[src/source/tlbmiss_pkg.sv]
package tlbmiss_pkg;

  localparam int LANES      = 2;
  localparam int SLOTS      = 4;
  localparam int PAGE_SHIFT = 14;
  localparam int VADDR_W    = 44;
  localparam int PAGE_W     = VADDR_W - PAGE_SHIFT;

  typedef logic [VADDR_W-1:0] vaddr_t;
  // page number, address bits above the page offset
  typedef logic [PAGE_W-1:0]  page_t;
  typedef logic               thread_t;
  typedef logic [4:0]         size_t;
  typedef logic [3:0]         attr_t;
  typedef logic [8:0]         lsq_t;

  typedef logic [$clog2(SLOTS)-1:0] slot_ptr_t;
  // one extra bit so a full buffer is distinct from an empty one
  typedef logic [$clog2(SLOTS):0]   slot_cnt_t;

  typedef struct packed {
    thread_t thread;
    vaddr_t  addr;
    size_t   size;
    attr_t   attr;
    lsq_t    lsq;
  } mem_op_t;

  typedef struct packed {
    logic    en;
    mem_op_t op;
  } lane_t;

  typedef enum logic [1:0] {
    RS_IDLE,
    RS_REQ0,
    RS_REQ1,
    RS_EMIT
  } replay_state_t;

endpackage

[src/source/miss_buffer.sv]
`timescale 1ns/1ps

module miss_buffer (
  input  logic                          clk,
  input  logic                          rst,
  input  tlbmiss_pkg::lane_t            lane0_i,
  input  tlbmiss_pkg::lane_t            lane1_i,
  input  logic [tlbmiss_pkg::LANES-1:0] miss_i,
  input  logic                          except_i,
  input  tlbmiss_pkg::thread_t          except_thread_i,
  input  logic                          pop_i,
  output tlbmiss_pkg::lane_t            head_lane0_o,
  output tlbmiss_pkg::lane_t            head_lane1_o,
  output logic                          empty_o
);

  tlbmiss_pkg::mem_op_t slot_op  [tlbmiss_pkg::SLOTS][tlbmiss_pkg::LANES];
  // thread copy kept next to the flags for the exception compare
  tlbmiss_pkg::thread_t slot_thr [tlbmiss_pkg::SLOTS][tlbmiss_pkg::LANES];

  // per-lane valid (missed) and dead flags
  logic [tlbmiss_pkg::LANES-1:0] slot_miss [tlbmiss_pkg::SLOTS];
  logic [tlbmiss_pkg::LANES-1:0] slot_dead [tlbmiss_pkg::SLOTS];

  tlbmiss_pkg::slot_ptr_t head_ptr;
  tlbmiss_pkg::slot_ptr_t tail_ptr;
  tlbmiss_pkg::slot_cnt_t count;

  tlbmiss_pkg::lane_t lane_in [tlbmiss_pkg::LANES];
  tlbmiss_pkg::lane_t head    [tlbmiss_pkg::LANES];
  logic               capture;

  assign lane_in[0]   = lane0_i;
  assign lane_in[1]   = lane1_i;
  assign capture      = |miss_i;
  assign empty_o      = (count == '0);
  assign head_lane0_o = head[0];
  assign head_lane1_o = head[1];

  always_ff @(posedge clk) begin
    if (capture) begin
      for (int l = 0; l < tlbmiss_pkg::LANES; l++) begin
        slot_op[tail_ptr][l]  <= lane_in[l].op;
        slot_thr[tail_ptr][l] <= lane_in[l].op.thread;
      end
    end
  end

  always_ff @(posedge clk) begin
    if (rst) begin
      head_ptr <= '0;
      tail_ptr <= '0;
      count    <= '0;
      for (int s = 0; s < tlbmiss_pkg::SLOTS; s++) begin
        slot_miss[s] <= '0;
        slot_dead[s] <= '0;
      end
    end else begin
      if (except_i) begin
        for (int s = 0; s < tlbmiss_pkg::SLOTS; s++) begin
          for (int l = 0; l < tlbmiss_pkg::LANES; l++) begin
            if (slot_thr[s][l] == except_thread_i) begin
              slot_dead[s][l] <= 1'b1;
            end
          end
        end
      end

      if (pop_i) begin
        slot_miss[head_ptr] <= '0;
        slot_dead[head_ptr] <= '0;
        head_ptr            <= head_ptr + 1'b1;
      end

      // a capture hit by the same-cycle exception goes in already dead
      if (capture) begin
        slot_miss[tail_ptr] <= miss_i;
        for (int l = 0; l < tlbmiss_pkg::LANES; l++) begin
          slot_dead[tail_ptr][l] <= except_i && (lane_in[l].op.thread == except_thread_i);
        end
        tail_ptr <= tail_ptr + 1'b1;
      end

      case ({capture, pop_i})
        2'b10:   count <= count + 1'b1;
        2'b01:   count <= count - 1'b1;
        default: count <= count;
      endcase
    end
  end

  // head view, already masked by an exception in this cycle
  for (genvar l = 0; l < tlbmiss_pkg::LANES; l++) begin : g_head
    logic kill_now;

    assign kill_now   = except_i && (slot_thr[head_ptr][l] == except_thread_i);
    assign head[l].en = slot_miss[head_ptr][l] && !slot_dead[head_ptr][l] && !kill_now;
    assign head[l].op = slot_op[head_ptr][l];
  end

endmodule

[src/source/replay_sequencer.sv]
`timescale 1ns/1ps

module replay_sequencer (
  input  logic                clk,
  input  logic                rst,
  input  tlbmiss_pkg::lane_t  head_lane0_i,
  input  tlbmiss_pkg::lane_t  head_lane1_i,
  input  logic                empty_i,
  output logic                pop_o,
  output logic                wb_cyc_o,
  output logic                wb_stb_o,
  output tlbmiss_pkg::page_t  wb_adr_o,
  input  logic                wb_ack_i,
  output tlbmiss_pkg::lane_t  lane0_o,
  output tlbmiss_pkg::lane_t  lane1_o
);

  tlbmiss_pkg::replay_state_t state;
  logic                       req_q;
  logic                       ack_hit;
  tlbmiss_pkg::vaddr_t        req_vaddr;

  // classic cycle, cyc and stb move together
  assign wb_cyc_o = req_q;
  assign wb_stb_o = req_q;
  assign ack_hit  = req_q && wb_ack_i;

  // head payload is stable until pop, so the address holds through the cycle
  assign req_vaddr = (state == tlbmiss_pkg::RS_REQ1) ? head_lane1_i.op.addr
                                                     : head_lane0_i.op.addr;
  assign wb_adr_o  = req_vaddr[tlbmiss_pkg::VADDR_W-1:tlbmiss_pkg::PAGE_SHIFT];

  assign pop_o = (state == tlbmiss_pkg::RS_EMIT);

  always_comb begin
    lane0_o = head_lane0_i;
    lane1_o = head_lane1_i;
    if (state != tlbmiss_pkg::RS_EMIT) begin
      lane0_o.en = 1'b0;
      lane1_o.en = 1'b0;
    end
  end

  always_ff @(posedge clk) begin
    if (rst) begin
      state <= tlbmiss_pkg::RS_IDLE;
      req_q <= 1'b0;
    end else begin
      case (state)
        tlbmiss_pkg::RS_IDLE: begin
          if (!empty_i) begin
            if (head_lane0_i.en) begin
              state <= tlbmiss_pkg::RS_REQ0;
              req_q <= 1'b1;
            end else if (head_lane1_i.en) begin
              state <= tlbmiss_pkg::RS_REQ1;
              req_q <= 1'b1;
            end else begin
              state <= tlbmiss_pkg::RS_EMIT;
            end
          end
        end

        tlbmiss_pkg::RS_REQ0: begin
          // stb drops here, lane 1 raises it again a cycle later
          if (ack_hit) begin
            req_q <= 1'b0;
            if (head_lane1_i.en) begin
              state <= tlbmiss_pkg::RS_REQ1;
            end else begin
              state <= tlbmiss_pkg::RS_EMIT;
            end
          end
        end

        tlbmiss_pkg::RS_REQ1: begin
          if (ack_hit) begin
            req_q <= 1'b0;
            state <= tlbmiss_pkg::RS_EMIT;
          end else if (!req_q) begin
            // gap cycle after lane 0, lane 1 may have died meanwhile
            if (head_lane1_i.en) begin
              req_q <= 1'b1;
            end else begin
              state <= tlbmiss_pkg::RS_EMIT;
            end
          end
        end

        tlbmiss_pkg::RS_EMIT: begin
          state <= tlbmiss_pkg::RS_IDLE;
        end

        default: begin
          state <= tlbmiss_pkg::RS_IDLE;
          req_q <= 1'b0;
        end
      endcase
    end
  end

endmodule

[src/source/tlbmiss_replay.sv]
`timescale 1ns/1ps

module tlbmiss_replay (
  input  logic                          clk,
  input  logic                          rst,
  input  tlbmiss_pkg::lane_t            lane0_i,
  input  tlbmiss_pkg::lane_t            lane1_i,
  input  logic [tlbmiss_pkg::LANES-1:0] miss_i,
  input  logic                          except_i,
  input  tlbmiss_pkg::thread_t          except_thread_i,
  output logic                          skip_o,
  output tlbmiss_pkg::lane_t            lane0_o,
  output tlbmiss_pkg::lane_t            lane1_o,
  output logic                          wb_cyc_o,
  output logic                          wb_stb_o,
  output tlbmiss_pkg::page_t            wb_adr_o,
  input  logic                          wb_ack_i
);

  tlbmiss_pkg::lane_t head_lane0;
  tlbmiss_pkg::lane_t head_lane1;
  logic               buf_empty;
  logic               buf_busy;
  logic               pop;

  // upstream skips while anything is parked
  assign buf_busy = ~buf_empty;
  assign skip_o   = buf_busy;

  miss_buffer u_buffer (
    .clk             (clk),
    .rst             (rst),
    .lane0_i         (lane0_i),
    .lane1_i         (lane1_i),
    .miss_i          (miss_i),
    .except_i        (except_i),
    .except_thread_i (except_thread_i),
    .pop_i           (pop),
    .head_lane0_o    (head_lane0),
    .head_lane1_o    (head_lane1),
    .empty_o         (buf_empty)
  );

  replay_sequencer u_sequencer (
    .clk          (clk),
    .rst          (rst),
    .head_lane0_i (head_lane0),
    .head_lane1_i (head_lane1),
    .empty_i      (buf_empty),
    .pop_o        (pop),
    .wb_cyc_o     (wb_cyc_o),
    .wb_stb_o     (wb_stb_o),
    .wb_adr_o     (wb_adr_o),
    .wb_ack_i     (wb_ack_i),
    .lane0_o      (lane0_o),
    .lane1_o      (lane1_o)
  );

endmodule

[config.mk]
export PLATFORM = sky130hd
export DESIGN_NAME = tlbmiss_replay
export DESIGN_NICKNAME = d
export VERILOG_FILES = /design/src/source/tlbmiss_pkg.sv /design/src/source/miss_buffer.sv /design/src/source/replay_sequencer.sv /design/src/source/tlbmiss_replay.sv
export SDC_FILE = /design/constraint.sdc
export NUM_CORES = 1
export LEC_CHECK = 0
export BUFFER_PORTS_ARGS = -buffer_cell sky130_fd_sc_hd__buf_2
export CAP_MARGIN = 15
export CORE_UTILIZATION = 61
export DETAILED_ROUTE_END_ITERATION = 10
export GPL_TIMING_DRIVEN = 0
export PLACE_DENSITY = 0.87
export SKIP_LAST_GASP = 1
export SLEW_MARGIN = 20
export SYNTH_ARGS = -nofsm -noshare
export SYNTH_HDL_FRONTEND = slang
export SYNTH_SLANG_ARGS = --single-unit
export TNS_END_PERCENT = 100
[constraint.sdc]
create_clock -name clk -period 10.5 [get_ports clk]
set_clock_uncertainty 0.2 [all_clocks]
set_input_delay 0 -clock clk [delete_from_list [all_inputs] [get_ports clk]]
set_output_delay 0 -clock clk [all_outputs]
set_load 0.005 [all_outputs]
## Yosys cells after proc, flatten, opt, wreduce, memory -nomap -nowiden

Memories as Yosys holds them, arrays and structs flattened. A register that Yosys moved wholly into a read port is not among the register bits.
Index checks and enable logic that the tools add are counted.
Widths: inputs -> output; s select.

| word-level totals | value |
|---|---|
| register bits | 10 |
| latch bits | 0 |
| RAM bits | 528 |
| bits in read-only memories | 0 |
| input port bits | 135 |
| logic and storage cells | 150 |
| memories | 4 |

Memory list:

| name | words | width | rd ports | clocked after memory_dff | write ports | RTL line | text |
|---|---|---|---|---|---|---|---|
| u_buffer.slot_op | 4 | 126 | 1 | 1 | 1 | miss_buffer.sv:17 | `tlbmiss_pkg::mem_op_t slot_op [tlbmiss_pkg::SLOTS][tlbmiss_pkg::LANES];` |
| u_buffer.slot_dead | 4 | 2 | 1 | 1 | 6 | miss_buffer.sv:23 | `logic [tlbmiss_pkg::LANES-1:0] slot_dead [tlbmiss_pkg::SLOTS];` |
| u_buffer.slot_miss | 4 | 2 | 1 | 1 | 4 | miss_buffer.sv:22 | `logic [tlbmiss_pkg::LANES-1:0] slot_miss [tlbmiss_pkg::SLOTS];` |
| u_buffer.slot_thr | 4 | 2 | 5 | 1 | 1 | miss_buffer.sv:19 | `tlbmiss_pkg::thread_t slot_thr [tlbmiss_pkg::SLOTS][tlbmiss_pkg::LANES];` |

| cells by class | value |
|---|---|
| $add $sub $neg | 4 |
| $mul | 0 |
| div/mod/pow operators | 0 |
| magnitude comparators | 0 |
| equal/unequal tests | 23 |
| shift-type cells | 0 |
| mux-type cells | 83 |
| bitwise gates (word level) | 9 |
| reductions and logical operators | 22 |

Operators by type and width:

| cell | number |
|---|---|
| $mux 1 | 61 |
| $mux 44 | 1 |
| $mux 2 | 18 |
| $eq 1x1->1 | 12 |
| $logic_and 1x1->1 | 9 |
| $or 1x1->1 | 8 |
| $pmux 2 s4 | 1 |
| $reduce_and 4->1 | 2 |
| $eq 2x2->1 const B | 3 |
| $ne 3x3->1 const B | 2 |
| $pmux 3 s2 | 1 |
| $reduce_or 2->1 | 3 |
| $add 2x1->2 const B | 2 |
| $eq 2x1->1 const B | 2 |
| $logic_not 1->1 | 4 |
| $ne 2x2->1 const B | 2 |
| $add 3x1->3 const B | 1 |
| $logic_not 3->1 | 1 |
| $ne 3x1->1 const B | 1 |
| $pmux 1 s3 | 1 |
| $reduce_bool 3->1 | 1 |
| $sub 3x1->3 const B | 1 |
| $logic_not 2->1 | 1 |
| $ne 2x1->1 const B | 1 |
| 2 further kinds | 2 |

## Depth between registers and ports, before layout

| logic depth | value |
|---|---|
| depth in word-level cells | 8 |
| depth in mapped cells | 9 |

## Cells and area by module

A second synthesis with hierarchy kept.

| second synthesis, totals | value |
|---|---|
| cell total of the unflattened synthesis | 1014 |
| area total of the unflattened synthesis | 21234.1 um^2 |

Modules (own cells, without submodules):

| module | instances | cells each | area an instance (um^2) | sequential area each (um^2) |
|---|---|---|---|---|
| miss_buffer | 1 | 819 | 19638.8 | 15735.1 |
| replay_sequencer | 1 | 194 | 1591.5 | 60.1 |
| tlbmiss_replay | 1 | 1 | 3.8 | 0.0 |

## Worst setup path after synthesis

OpenSTA, ideal clock, no wires.

| path | value |
|---|---|
| path kind | register to register |
| from | register u_buffer.tail_ptr[0] |
| to | memory u_buffer.slot_op[2][0] (netlist bit) (enable) |
| library setup time | 479 ps |
| data arrival time | 3132 ps |
| data required time | 9821 ps |
| setup slack | 6689 ps |
| stages on the path, launching flop included | 5 |
| clock period less this slack | 3811 ps |
| path through | dfxtp_1 > inv_1 > ha_1 > nand2_1 > inv_1 |

RTL lines:

| element | RTL line | text |
|---|---|---|
| start, declared | miss_buffer.sv:26 | `tlbmiss_pkg::slot_ptr_t tail_ptr;` |
| start signal, assigned | miss_buffer.sv:81 | `tail_ptr <= tail_ptr + 1'b1;` |
| end, declared | miss_buffer.sv:17 |  |

No word-level cell before the write port.

==> results_dict.tcl <==
set metrics [dict create \
    status "finished, final reports clean" \
    fillerInstances 1492 \
    synthCells 907 \
    post_drt_wl_per_cell_um 26.9 \
    syn_area_sq_um 20500 \
    antenna_found_initial 3 \
    worstMarginPinSlew_ps 887 \
    design.core.area_sq_um 32800 \
    maxCapViolations 0 \
    path_class "flop to primary output" \
    min_path_type "input port to flop" \
    crit_top_cell "buf_2" \
    yosys.area.top_type "edfxtp_1" \
    worst-path-buf-inv 4 \
    cp-start-kind "flop" \
    cts_tree "yes" \
    met1_usage_pct 37.7 \
    timing.final.ws_setup_ps 7350 \
    drc 0 \
    yosysSeqAreaShare_pct 77.2 \
    crit_path_top_delay_cell "buf_1" \
    p_total_mw 5.26 \
    multi_input_area_sq_um 4340 \
    cellPowerDensity_nw_per_um2 198 \
    peakVddDrop_uv 199 \
    cts_buffers 51 \
    drt_iter0_drc 1120 \
    portBuffers 292 \
    ys_types 54 \
    gr-usage-met2_pct 55.7 \
    final.setup.tns_ps 0 \
    grt-ovfl-total 0 \
    ys_warn_count 0 \
    fmax_mhz 318 \
    arrival_ps 2950 \
    area_delta_synth_final_pct 29.8 \
    grt.busiest_layer "met2" \
    nets 1639 \
    die_h_um 185 \
    max-slew-margin-rel_pct 40.9 \
    gp_congestion 0.821 \
    utilization_pct 81.0 \
    pre_cts_ws_ps 7930 \
    grt_use_met3_pct 7.45 \
    design_area_sq_um 26600 \
    syn_area_per_cell_sq_um 22.6 \
    routed_wl_um 53100 \
    synth_area_leaders "edfxtp_1, mux4_2, dfxtp_1" \
    slew_viol_final 0 \
    path_max_fanout 10 \
    worstSetupEndpointType "primary output" \
    die-area_sq_um 34300 \
    dpl-instance-area_sq_um 22700 \
    synth_edf_count 514 \
    fin_crit_ps 3150 \
    crit_family "buffers and inverters" \
    place_hpwl_um 26900 \
    yosys_register_bits 532 \
    grt_pass1_wl_um 76500 \
    first_pass_iters 7 \
    async_reset_ff_share_pct 0 \
    grtUsageTotal_pct 31.5 \
    ctsHoldBuffers 228 \
    cts_root_buf "clkbuf_16" \
    cp_slowest_stage_delay_ps 620 \
    ys.flop_type "edfxtp_1" \
    cts.sinks 532 \
    clk_path_buf_depth 3 \
    ant_nets 0 \
    drive_above_1_share_pct 37.1 \
    grt_max_degree 78 \
    ios 296 \
    postCtsResizedCells 0 \
    clk_pin_slew_ps 60 \
    die_w_um 185 \
    seq_area_sq_um 15800 \
    rows 66 \
    routed_via_density 6.05 \
    worstPathCellList "buf_2 > buf_1 > buf_2 > mux4_2 > buf_2" \
    rsz0062_at_grt "false" \
    setup_viol 0 \
    hold_viol 0 \
    clock_latency_ps 570 \
    cts_setup_buffers 0 \
    grt_pass1_vias 12400 \
    vias 11900 \
    fin_crit_sh_pct 30.0 \
    htree_levels 2 \
    start_util_pct 62.4 \
    synth_fp_nets 1058 \
    crit_required_ps 10300 \
    p_leak_nw 9.34 \
    synth_top_area_share_pct 75.4 \
]
logic make-up after synthesis:
family                   Yosys count  share of synthesized area (%)
flip-flops                       532                           77.2
multiplexers                     168                           16.2
AND/OR/NAND/NOR                   76                           1.91
buffers and inverters             60                           1.60
AO/OA/AOI/OAI                     40                           1.47
adder cells (fa/ha/maj)           16                           1.01
XOR/XNOR                          15                          0.642
state kept, by name (all words and copies together), names as in the netlist, 2 cells and up, named ones only:
name                cells
u_buffer.slot_op      500
u_buffer.slot_dead      8
u_buffer.slot_miss      8
u_buffer.slot_thr       4
u_buffer.count          3
u_buffer.head_ptr       2
u_buffer.tail_ptr       2
u_sequencer.state       2
cell usage in the layout (no fill, tap or decap), types with 15 or more instances in the layout:
cell type | netlist | routed
nor2_1 | 19 | 19
mux2_2 | 31 | 31
clkbuf_1 | 6 | 17
edfxtp_1 | 514 | 514
clkbuf_16 | 0 | 52
mux4_2 | 126 | 126
dfxtp_1 | 18 | 18
buf_2 | 12 | 304
ha_1 | 15 | 15
nand2_1 | 18 | 18
dlygate4sd3_1 | 0 | 230
power by group:
| group | total (mW) | internal (mW) | switching [mW] |
|---|---|---|---|
| clock network | 1.78 | 0.985 | 0.792 |
| logic | 0.912 | 0.447 | 0.466 |
| registers | 2.58 | 2.51 | 0.0632 |
metrics by stage:
step	cells	hold WS, ps
floorplan	907	-101
detailed placement	1647	16.3
CTS	1968	0.561
global placement	1641	9.42
global route	1971	13.4
finish	1973	22.7
path summary, 6_finish.rpt:
check | from | endpoint | slack, ps | depth (start not counted)
setup / recovery | flop | lane1_o[31] | 7350 | 5
hold / removal | lane1_i[54] | u_buffer.slot_op[2][54]$_DFFE_PP_ | 20 | 2
setup reg to reg | u_sequencer.state[0]$_SDFFE_PP0P_ | u_sequencer.wb_cyc_o$_SDFFE_PP0P_ | 7840 | 8
hold reg to reg | u_buffer.tail_ptr[1]$_SDFFE_PP0N_ | u_buffer.tail_ptr[1]$_SDFFE_PP0N_ | 300 | 2
routing by layer:
layer,vias up,routed length [um]
li1,4939,-
met1,6084,18500
met2,789,27600
met3,119,5060
met4,4,1870
met5,-,27
cells in the mapped netlist, types with 2 or more instances:
cell type,number
nand3_1,2
o22a_1,6
a311o_1,2
xor2_1,4
mux2i_1,9
buf_2,12
nor2b_1,11
edfxtp_1,514
a31oi_1,3
clkbuf_1,6
nand2_1,18
a211oi_1,2
or3_1,2
nor3_1,2
buf_6,8
mux2_2,31
and2_1,9
xnor2_1,11
o22ai_1,2
nor2_1,19
a21oi_1,10
inv_2,3
mux4_2,126
nand3b_1,3
dfxtp_1,18
a22oi_1,2
ha_1,15
nand2b_1,2
buf_1,9
inv_1,15
buf_4,7
o21ai_1,2
area by class of cell:
type                    instances  area share, %
well taps                     442           2.08
repair buffers                528           14.8
diodes                          3         0.0283
multi-input cells             315           16.4
flip-flops and latches        532           59.5
plain buffers                  42          0.975
clock buffers                  63           5.05
clock inverters                30          0.923
inverters                      18          0.339
(Power assumes the default switching activity.)
